**src/hdl/rv_pkg.sv**
```systemverilog
`default_nettype none

package rv_pkg;

	//////////////////////////////
	// Widths
	localparam int xlen  = 32;	// Datapath width
	localparam int pc_w  = 12;	// PC width, 4 KiB code space
	localparam int reg_w = 5;	// Register index

	//////////////////////////////
	// Major opcodes, RV32I subset
	localparam logic [6:0] op_op     = 7'b0110011;	// Reg-reg ALU
	localparam logic [6:0] op_imm    = 7'b0010011;	// Reg-imm ALU and shifts
	localparam logic [6:0] op_lui    = 7'b0110111;
	localparam logic [6:0] op_auipc  = 7'b0010111;
	localparam logic [6:0] op_branch = 7'b1100011;
	localparam logic [6:0] op_jal    = 7'b1101111;
	localparam logic [6:0] op_jalr   = 7'b1100111;

	// ALU funct3
	localparam logic [2:0] f3_add  = 3'h0;	// Also sub
	localparam logic [2:0] f3_sll  = 3'h1;
	localparam logic [2:0] f3_slt  = 3'h2;
	localparam logic [2:0] f3_sltu = 3'h3;
	localparam logic [2:0] f3_xor  = 3'h4;
	localparam logic [2:0] f3_srl  = 3'h5;	// Also sra
	localparam logic [2:0] f3_or   = 3'h6;
	localparam logic [2:0] f3_and  = 3'h7;

	// Branch conditions
	localparam logic [2:0] f3_beq  = 3'h0;
	localparam logic [2:0] f3_bne  = 3'h1;
	localparam logic [2:0] f3_blt  = 3'h4;
	localparam logic [2:0] f3_bge  = 3'h5;
	localparam logic [2:0] f3_bltu = 3'h6;
	localparam logic [2:0] f3_bgeu = 3'h7;

	// funct7
	localparam logic [6:0] f7_base = 7'h00;
	localparam logic [6:0] f7_alt  = 7'h20;	// sub, sra, srai

	//////////////////////////////
	// Control encodings
	typedef enum logic [3:0] {
		alu_add, alu_sub, alu_sll, alu_slt, alu_sltu,
		alu_xor, alu_srl, alu_sra, alu_or, alu_and
	} alu_op_e;

	typedef enum logic [1:0] {
		sel_pc4 = 2'd0,	// Link value
		sel_alu = 2'd1,
		sel_imm = 2'd2	// LUI
	} sel_data_e;

	typedef enum logic [2:0] {imm_i, imm_s, imm_b, imm_u, imm_j} imm_sel_e;

	//////////////////////////////
	// Instruction formats, MSB first
	typedef struct packed {
		logic [6:0] funct7; logic [4:0] rs2; logic [4:0] rs1;
		logic [2:0] funct3; logic [4:0] rd;  logic [6:0] opcode;
	} r_fmt_t;
	typedef struct packed {
		logic [11:0] imm_11_0; logic [4:0] rs1; logic [2:0] funct3;
		logic [4:0]  rd;       logic [6:0] opcode;
	} i_fmt_t;
	typedef struct packed {
		logic [6:0] imm_11_5; logic [4:0] rs2; logic [4:0] rs1;
		logic [2:0] funct3;   logic [4:0] imm_4_0; logic [6:0] opcode;
	} s_fmt_t;
	typedef struct packed {
		logic imm_12; logic [5:0] imm_10_5; logic [4:0] rs2; logic [4:0] rs1;
		logic [2:0] funct3; logic [3:0] imm_4_1; logic imm_11; logic [6:0] opcode;
	} b_fmt_t;
	typedef struct packed {
		logic [19:0] imm_31_12; logic [4:0] rd; logic [6:0] opcode;
	} u_fmt_t;
	typedef struct packed {
		logic imm_20; logic [9:0] imm_10_1; logic imm_11; logic [7:0] imm_19_12;
		logic [4:0] rd; logic [6:0] opcode;
	} j_fmt_t;

	// One word, six views
	typedef union packed {
		r_fmt_t r_fmt; i_fmt_t i_fmt; s_fmt_t s_fmt;
		b_fmt_t b_fmt; u_fmt_t u_fmt; j_fmt_t j_fmt;
	} inst_u;

	//////////////////////////////
	// Decoded control, carried into EXE
	typedef struct packed {
		alu_op_e   alu_op;
		logic      sel_opa;		// 0 PC, 1 rs1
		logic      sel_opb;		// 0 rs2, 1 imm
		imm_sel_e  imm_sel;
		sel_data_e sel_data;
		logic      wr_en;
		logic      is_branch;
		logic [2:0] br_cond;	// Branch funct3
		logic      is_jump;		// JAL or JALR
		logic      is_jalr;
		logic      illegal;
	} ctrl_t;

	// Unit output
	typedef struct packed {
		logic [reg_w-1:0] rd;
		logic             wr_en;
		logic [xlen-1:0]  wr_data;
		logic             redirect;	// Taken branch or jump
		logic [pc_w-1:0]  target;
		logic             illegal;
	} result_t;

endpackage

`default_nettype wire

```
**src/hdl/alu.sv**
```systemverilog
`default_nettype none

module alu (
	input  wire [rv_pkg::xlen-1:0] op_a,
	input  wire [rv_pkg::xlen-1:0] op_b,
	input  wire rv_pkg::alu_op_e   alu_op,
	output logic [rv_pkg::xlen-1:0] result,
	output logic                    zero,	// Result all zeros
	output logic                    less	// Compare outcome
);
	import rv_pkg::*;

	logic [4:0] shamt;		// Low five bits of op_b
	logic       lt_s;
	logic       lt_u;

	assign shamt = op_b[4:0];
	assign lt_s  = $signed(op_a) < $signed(op_b);
	assign lt_u  = op_a < op_b;

	always_comb begin
		case (alu_op)
			alu_add:  result = op_a + op_b;
			alu_sub:  result = op_a - op_b;
			alu_sll:  result = op_a << shamt;
			alu_slt:  result = {{(xlen-1){1'b0}}, lt_s};
			alu_sltu: result = {{(xlen-1){1'b0}}, lt_u};
			alu_xor:  result = op_a ^ op_b;
			alu_srl:  result = op_a >> shamt;
			alu_sra:  result = $signed(op_a) >>> shamt;	// Arithmetic
			alu_or:   result = op_a | op_b;
			alu_and:  result = op_a & op_b;
			default:  result = '0;
		endcase
	end

	//////////////////////////////
	// Branch flags

	assign zero = (result == '0);	// beq, bne

	// Only meaningful for the compare ops
	always_comb begin
		case (alu_op)
			alu_slt, alu_sltu: less = result[0];
			default:           less = 1'b0;
		endcase
	end

endmodule

`default_nettype wire

```
**src/hdl/inst_decoder.sv**
```systemverilog
`default_nettype none

module inst_decoder (
	input  wire rv_pkg::inst_u inst,
	output rv_pkg::ctrl_t      ctrl
);
	import rv_pkg::*;

	logic [6:0] opcode;
	logic [2:0] funct3;
	logic [6:0] funct7;
	logic       rd_nz;		// Writes to x0 are dropped

	assign opcode = inst.r_fmt.opcode;
	assign funct3 = inst.r_fmt.funct3;
	assign funct7 = inst.r_fmt.funct7;
	assign rd_nz  = (inst.r_fmt.rd != '0);

	// ALU op from funct3, alt picks sub or sra
	function automatic alu_op_e alu_from_f3(input logic [2:0] f3, input logic alt);
		case (f3)
			f3_add:  return alt ? alu_sub : alu_add;
			f3_sll:  return alu_sll;
			f3_slt:  return alu_slt;
			f3_sltu: return alu_sltu;
			f3_xor:  return alu_xor;
			f3_srl:  return alt ? alu_sra : alu_srl;
			f3_or:   return alu_or;
			default: return alu_and;
		endcase
	endfunction

	always_comb begin
		ctrl          = '0;
		ctrl.alu_op   = alu_add;
		ctrl.sel_opa  = 1'b1;		// rs1 unless told otherwise
		ctrl.sel_opb  = 1'b1;		// Immediate
		ctrl.imm_sel  = imm_i;
		ctrl.sel_data = sel_alu;
		case (opcode)
			op_op: begin
				ctrl.sel_opb = 1'b0;
				ctrl.wr_en   = 1'b1;
				ctrl.alu_op  = alu_from_f3(funct3, funct7 == f7_alt);
				// Only add and srl have an alternate form
				if (funct7 == f7_alt)
					ctrl.illegal = (funct3 != f3_add) && (funct3 != f3_srl);
				else if (funct7 != f7_base)
					ctrl.illegal = 1'b1;
			end
			op_imm: begin
				ctrl.wr_en  = 1'b1;
				ctrl.alu_op = alu_from_f3(funct3, (funct3 == f3_srl) && (funct7 == f7_alt));
				// funct7 is shamt-adjacent only for shifts
				if (funct3 == f3_sll)
					ctrl.illegal = (funct7 != f7_base);
				else if (funct3 == f3_srl)
					ctrl.illegal = (funct7 != f7_base) && (funct7 != f7_alt);
			end
			op_lui: begin
				ctrl.imm_sel  = imm_u;
				ctrl.sel_data = sel_imm;	// Immediate goes straight out
				ctrl.wr_en    = 1'b1;
			end
			op_auipc: begin
				ctrl.sel_opa = 1'b0;		// PC + imm in the ALU
				ctrl.imm_sel = imm_u;
				ctrl.wr_en   = 1'b1;
			end
			op_branch: begin
				ctrl.sel_opb   = 1'b0;		// Compare rs1 with rs2
				ctrl.imm_sel   = imm_b;
				ctrl.is_branch = 1'b1;
				ctrl.br_cond   = funct3;
				case (funct3)
					f3_blt, f3_bge:   ctrl.alu_op = alu_slt;
					f3_bltu, f3_bgeu: ctrl.alu_op = alu_sltu;
					default:          ctrl.alu_op = alu_sub;	// beq, bne via zero
				endcase
			end
			op_jal: begin
				ctrl.imm_sel  = imm_j;
				ctrl.sel_data = sel_pc4;
				ctrl.is_jump  = 1'b1;
				ctrl.wr_en    = 1'b1;
			end
			op_jalr: begin
				ctrl.sel_data = sel_pc4;	// Link, target from rs1
				ctrl.is_jump  = 1'b1;
				ctrl.is_jalr  = 1'b1;
				ctrl.wr_en    = 1'b1;
			end
			default: ctrl.illegal = 1'b1;	// Unknown major opcode
		endcase
		ctrl.wr_en = ctrl.wr_en && rd_nz && !ctrl.illegal;
	end

endmodule

`default_nettype wire

```
**src/hdl/imm_gen.sv**
```systemverilog
`default_nettype none

module imm_gen (
	input  wire rv_pkg::inst_u    inst,
	input  wire rv_pkg::imm_sel_e imm_sel,
	output logic [rv_pkg::xlen-1:0] imm
);
	import rv_pkg::*;

	logic sign;		// Always inst[31]

	assign sign = inst.r_fmt.funct7[6];

	// Unshuffle the immediate bits
	always_comb begin
		case (imm_sel)
			imm_i: imm = {{(xlen-12){sign}}, inst.i_fmt.imm_11_0};
			imm_s: imm = {{(xlen-12){sign}}, inst.s_fmt.imm_11_5, inst.s_fmt.imm_4_0};
			imm_b: begin
				// Halfword aligned offset
				imm = {{(xlen-12){sign}},
					inst.b_fmt.imm_11,
					inst.b_fmt.imm_10_5,
					inst.b_fmt.imm_4_1,
					1'b0};
			end
			imm_u: imm = {inst.u_fmt.imm_31_12, 12'h000};	// Upper 20, zeros below
			imm_j: begin
				imm = {{(xlen-20){sign}},
					inst.j_fmt.imm_19_12,
					inst.j_fmt.imm_11,
					inst.j_fmt.imm_10_1,
					1'b0};
			end
			default: imm = '0;
		endcase
	end

endmodule

`default_nettype wire

```
**src/hdl/exe_stage.sv**
```systemverilog
`default_nettype none

module exe_stage (
	input  wire                        CLK,
	input  wire                        rst,
	input  wire                        in_valid,
	input  wire rv_pkg::ctrl_t         ctrl,
	input  wire [rv_pkg::xlen-1:0]     imm,
	input  wire [rv_pkg::xlen-1:0]     rs1_data,
	input  wire [rv_pkg::xlen-1:0]     rs2_data,
	input  wire [rv_pkg::pc_w-1:0]     pc,
	input  wire [rv_pkg::reg_w-1:0]    rd,
	output logic                       out_valid,
	output rv_pkg::result_t            res
);
	import rv_pkg::*;

	// ID/EXE payload
	typedef struct packed {
		ctrl_t            ctrl;
		logic [xlen-1:0]  imm;
		logic [xlen-1:0]  rs1;
		logic [xlen-1:0]  rs2;
		logic [pc_w-1:0]  pc;
		logic [reg_w-1:0] rd;
	} id_exe_t;

	id_exe_t         ie;
	logic            ie_valid;
	logic [xlen-1:0] pc_ext;		// PC widened to datapath
	logic [xlen-1:0] op_a, op_b;
	logic [xlen-1:0] alu_res;
	logic            alu_zero, alu_less;
	logic            taken;
	logic [xlen-1:0] tgt_sum;
	logic [pc_w-1:0] pc4;
	result_t         res_d;

	//////////////////////////////
	// ID/EXE register
	always_ff @(posedge CLK) begin
		if (rst) ie_valid <= 1'b0;
		else     ie_valid <= in_valid;
	end

	always_ff @(posedge CLK) ie <= '{ctrl, imm, rs1_data, rs2_data, pc, rd};	// No reset on payload

	//////////////////////////////
	// Execute
	assign pc_ext = {{(xlen-pc_w){1'b0}}, ie.pc};
	assign op_a   = ie.ctrl.sel_opa ? ie.rs1 : pc_ext;	// AUIPC uses PC
	assign op_b   = ie.ctrl.sel_opb ? ie.imm : ie.rs2;

	alu u_alu (
		.op_a   (op_a),
		.op_b   (op_b),
		.alu_op (ie.ctrl.alu_op),
		.result (alu_res),
		.zero   (alu_zero),
		.less   (alu_less)
	);

	// Branch resolution
	always_comb begin
		case (ie.ctrl.br_cond)
			f3_beq:          taken = alu_zero;
			f3_bne:          taken = !alu_zero;
			f3_blt, f3_bltu: taken = alu_less;
			f3_bge, f3_bgeu: taken = !alu_less;
			default:         taken = 1'b0;	// Reserved conditions never branch
		endcase
	end

	assign tgt_sum = (ie.ctrl.is_jalr ? ie.rs1 : pc_ext) + ie.imm;	// Target adder
	assign pc4     = ie.pc + pc_w'(4);

	always_comb begin
		res_d          = '0;
		res_d.rd       = ie.rd;
		res_d.wr_en    = ie_valid && ie.ctrl.wr_en;
		res_d.redirect = ie_valid && ((ie.ctrl.is_branch && taken) || ie.ctrl.is_jump);
		res_d.target   = {tgt_sum[pc_w-1:1], tgt_sum[0] & !ie.ctrl.is_jalr};
		res_d.illegal  = ie_valid && ie.ctrl.illegal;
		case (ie.ctrl.sel_data)
			sel_pc4: res_d.wr_data = {{(xlen-pc_w){1'b0}}, pc4};	// Link
			sel_imm: res_d.wr_data = ie.imm;
			default: res_d.wr_data = alu_res;
		endcase
	end

	//////////////////////////////
	// Output register
	always_ff @(posedge CLK) begin
		if (rst) begin
			out_valid    <= 1'b0;
			res.wr_en    <= 1'b0;
			res.redirect <= 1'b0;
		end else begin
			out_valid <= ie_valid;
			res       <= res_d;
		end
	end

	// Both pipeline valids cleared by reset
	a_quiet_after_rst: assert property (@(posedge CLK) rst |=> !out_valid ##1 !out_valid)
		else $error("out_valid high in the cycles after reset");

	// Decoded offsets keep redirects halfword aligned
	a_tgt_aligned: assert property (@(posedge CLK) disable iff (rst)
		out_valid && res.redirect |-> !res.target[0])
		else $error("redirect to odd target %h", res.target);

endmodule

`default_nettype wire

```
**src/hdl/exec_unit.sv**
```systemverilog
`default_nettype none

module exec_unit (
	input  wire                     CLK,
	input  wire                     rst,
	input  wire                     in_valid,
	input  wire rv_pkg::inst_u      inst,
	input  wire [rv_pkg::pc_w-1:0]  pc,
	input  wire [rv_pkg::xlen-1:0]  rs1_data,
	input  wire [rv_pkg::xlen-1:0]  rs2_data,
	output logic                    out_valid,
	output rv_pkg::result_t         res
);
	import rv_pkg::*;

	ctrl_t           ctrl;		// Decoder to EXE
	logic [xlen-1:0] imm;		// Sign-extended immediate

	//////////////////////////////
	// Decode, both read the same word
	inst_decoder u_dec (
		.inst (inst),
		.ctrl (ctrl)
	);

	imm_gen u_imm (
		.inst    (inst),
		.imm_sel (ctrl.imm_sel),	// Format from the decoder
		.imm     (imm)
	);

	// Two-cycle execute
	exe_stage u_exe (
		.CLK       (CLK),
		.rst       (rst),
		.in_valid  (in_valid),
		.ctrl      (ctrl),
		.imm       (imm),
		.rs1_data  (rs1_data),
		.rs2_data  (rs2_data),
		.pc        (pc),
		.rd        (inst.r_fmt.rd),
		.out_valid (out_valid),
		.res       (res)
	);

endmodule

`default_nettype wire

```
**config.mk**
```make
export PLATFORM = sky130hd
export DESIGN_NAME = exec_unit
export DESIGN_NICKNAME = d
export VERILOG_FILES = /design/src/hdl/rv_pkg.sv /design/src/hdl/alu.sv /design/src/hdl/inst_decoder.sv /design/src/hdl/imm_gen.sv /design/src/hdl/exe_stage.sv /design/src/hdl/exec_unit.sv
export SDC_FILE = /design/constraint.sdc
export NUM_CORES = 1
export LEC_CHECK = 0
export BUFFER_PORTS_ARGS = -buffer_cell sky130_fd_sc_hd__clkbuf_2
export CORE_MARGIN = 3
export CORE_UTILIZATION = 56
export CTS_CLUSTER_DIAMETER = 120
export DETAILED_ROUTE_END_ITERATION = 10
export GPL_TIMING_DRIVEN = 0
export PLACE_DENSITY_LB_ADDON = 0.2
export SYNTH_ARGS = -nofsm -noshare
export SYNTH_HDL_FRONTEND = slang
export SYNTH_HIERARCHICAL = 1
export SYNTH_SLANG_ARGS = --single-unit
export TNS_END_PERCENT = 5
```
**constraint.sdc**
```tcl
create_clock -name CLK -period 7.39 [get_ports CLK]
set_input_delay 1.1085 -clock CLK [delete_from_list [all_inputs] [get_ports CLK]]
set_output_delay 1.1085 -clock CLK [all_outputs]
set_load 0.02 [all_outputs]
```
==> results_dict.tcl <==
set metrics [dict create \
    status "finished clean" \
    ctsHoldBuffers 0 \
    worstHoldStart "u_exe/ie[3]" \
    grtUsageTotal_pct 47.6 \
    drt-vias-per-instance 7.26 \
    hold_path_class "reg -> reg" \
    drt-wirelength-per-cell_um 30.1 \
    finalCritPeriodShare_pct 96.9 \
    ys_seq_area_share_pct 25.7 \
    grt_pass1_vias 16900 \
    layout_commonest_cell "nand2_1" \
    mostFrequentLayoutCells "nand2_1, clkbuf_2, a21oi_1" \
    worstPathRequired_ns 7.73 \
    endpoint_kind "register" \
    rsz0062_at_grt "no" \
    final_layout_size_suffix_gt1_share_pct 18.4 \
    hold_violations 0 \
    totalWireLength_um 76200 \
    synth-edff-count 50 \
    clk_pin_slew_ns 0.08 \
    r2r_start "u_exe/ie[126]" \
    rows 61 \
    synthDistinctLibCells 113 \
    p_per_area_mw_per_mm2 181 \
    num_vias 18400 \
    rr_worst_depth 24 \
    drc_errors 0 \
    syn_inst 1958 \
    fill_cells 2379 \
    peakVddDrop_mv 0.205 \
    coreArea_mm2 0.0282 \
    place_ws_ns -0.877 \
    worst_slack_ns 0.230 \
    cp_max_fo 16 \
    synth_top_area_share_pct 16.4 \
    r2r_slack_ns 0.23 \
    timing.rr.end "u_exe/res[13]" \
    clk_latency_ns 0.46 \
    yosysWarnings 6 \
    ff_latch_area_mm2 0.00416 \
    start_util_pct 57.6 \
    place_area_mm2 0.0176 \
    first_pass_iters 9 \
    fin_tns_setup_ns 0 \
    fin_nets 2365 \
    die_h_um 176 \
    drt_iter0_drc 3351 \
    async_flop_share_pct 0 \
    cts_setup_buffers 0 \
    pin_count 164 \
    final_area_mm2 0.0181 \
    h-tree-depth 4 \
    overflow 0 \
    max_freq_mhz 140 \
    power_uw 3290 \
    skew_ns 0.0253 \
    die-area_mm2 0.0311 \
    grt_pass1_wl_um 110000 \
    clockRootBuffer "clkbuf_16" \
    synth_ff_type "dfxtp_1" \
    portBuffers 163 \
    tritoncts "built" \
    tightestPinTransition_ns 1.20 \
    synthTopCellsByArea "dfxtp_1, edfxtp_1, ha_1" \
    synth.avg_cell_area_um2 8.29 \
    mappedNetlistArea_mm2 0.0162 \
    utilization_pct 64.4 \
    hold_path_end "u_exe/res[50]" \
    gp_congestion 1.18 \
    hpwl_um 59400 \
    startpoint_type "register" \
    cts.sinks 183 \
    syn-num-nets 2183 \
    worstHoldPathCells 0 \
    grt_max_degree 41 \
    critPathArrivalTime_ns 7.50 \
    antenna_left 0 \
    path_class "reg -> reg" \
    area_growth_pct 11.8 \
    max_slew_margin_pct 20.1 \
    setup_viol 0 \
    power.leakage_uw 0.00770 \
    ys_ff_latch 183 \
    die_w_um 176 \
    numCtsBuffers 17 \
    cts_max_path_buffers 2 \
    yosysTopAreaCell "dfxtp_1" \
    antenna_found_initial 4 \
    multi_input_area_mm2 0.0111 \
    period_needed_ns 7.16 \
    finalMaxSlewViolations 0 \
    maxCapViolations 0 \
]
==> metrics by stage <==
stage	hold WS, ns	std cells
detailed placement	0.405	2500
global placement	0.386	2499
finish	0.419	2532
floorplan	0.386	1958
global route	0.436	2531
CTS	0.421	2531
==> per-layer routing <==
layer | vias to the layer above | routed length, µm | GRT usage [%]
met3 | 398 | 12100 | 17.4
met4 | 6 | 5340 | 25.8
met2 | 1841 | 30900 | 68.7
met1 | 8520 | 27800 | 61.8
met5 | - | 42 | 0
li1 | 7615 | - | -
==> critical path, cell delays in order (launching register included) <==
cell	delay [ns]
dfxtp_1	0.31
clkbuf_1	0.36
clkbuf_2	0.37
mux2_2	0.28
buf_2	0.21
clkinv_2	0.31
buf_2	0.36
buf_2	0.30
ha_1	0.29
or2_2	0.32
o211ai_1	0.46
a211oi_2	0.24
o21ai_0	0.58
nand3_1	0.22
a21boi_2	0.33
o21ai_0	0.17
o211a_1	0.23
or2_2	0.27
mux2_2	0.26
o22ai_1	0.41
nor3_2	0.12
a221oi_1	0.28
a21oi_1	0.08
a21oi_1	0.19
nor2b_1	0.06
==> flip-flops by register name, summed over array words and instances (netlist names) <==
signal / flops
u_exe/ie: 129
u_exe/ie_valid: 1
u_exe/out_valid: 1
u_exe/res: 52
==> layout make-up <==
type | count | share of cell area (%)
Multi-Input combinational cell | 1536 | 60.9
Clock buffer | 18 | 2.36
Sequential cell | 183 | 22.9
Clock inverter | 14 | 0.745
Inverter | 111 | 2.30
Tap cell | 378 | 2.61
Antenna cell | 1 | 0.0138
Timing Repair Buffer | 164 | 4.60
Buffer | 127 | 3.49
==> cells in the mapped netlist, types with 15 or more instances <==
master    number
nor3_1        54
edfxtp_1      50
nand2b_1      21
mux4_2        27
mux2_2        75
xnor2_1       24
clkbuf_1      71
nand3_1       40
a21o_1        15
dfxtp_1      133
a221oi_1      21
inv_1        109
a22oi_1       34
a31oi_1       19
o221ai_1      15
o21ai_0      123
ha_1         111
a21oi_1      140
o22ai_1       38
buf_2         25
o211ai_1      25
and2_1        36
nor2b_1       22
nand2_1      203
nor2_1       134
a211oi_1      20
nor4_1        16
mux2i_1       69
==> cells by family after synthesis <==
logic type | count (synthesis) | synth area share, %
AO/OA/AOI/OAI | 592 | 24.4
adder cells (fa/ha/maj) | 115 | 9.00
buffers and inverters | 239 | 6.47
AND/OR/NAND/NOR | 619 | 19.0
multiplexers | 174 | 13.5
flip-flops | 183 | 25.7
XOR/XNOR | 36 | 1.94
==> timing repair <==
item	4_1_cts	5_1_grt
pin swaps	0	0
setup endpoints to repair	2	1
cloned	0	0
resized for setup	6	4
==> worst max-delay path by stage <==
stage                  startpoint             to  slack [ns]  depth (start not counted)
global route        u_exe/ie[126]  u_exe/res[13]        0.12                         22
detailed placement  u_exe/ie[126]  u_exe/res[13]       -0.88                         24
CTS                 u_exe/ie[126]  u_exe/res[13]        0.12                         24
floorplan           u_exe/ie[126]  u_exe/res[13]        1.95                         26
global placement    u_exe/ie[126]  u_exe/res[13]       -0.83                         24
finish              u_exe/ie[126]  u_exe/res[13]        0.23                         24
==> power breakdown <==
part | leakage (µW) | total (µW) | switching [µW] | internal (µW)
Combinational | 0.00583 | 1230 | 817 | 408
Clock | 0.000273 | 913 | 466 | 447
Sequential | 0.00160 | 1150 | 36.6 | 1120
Power figures use the tool's default switching activity.
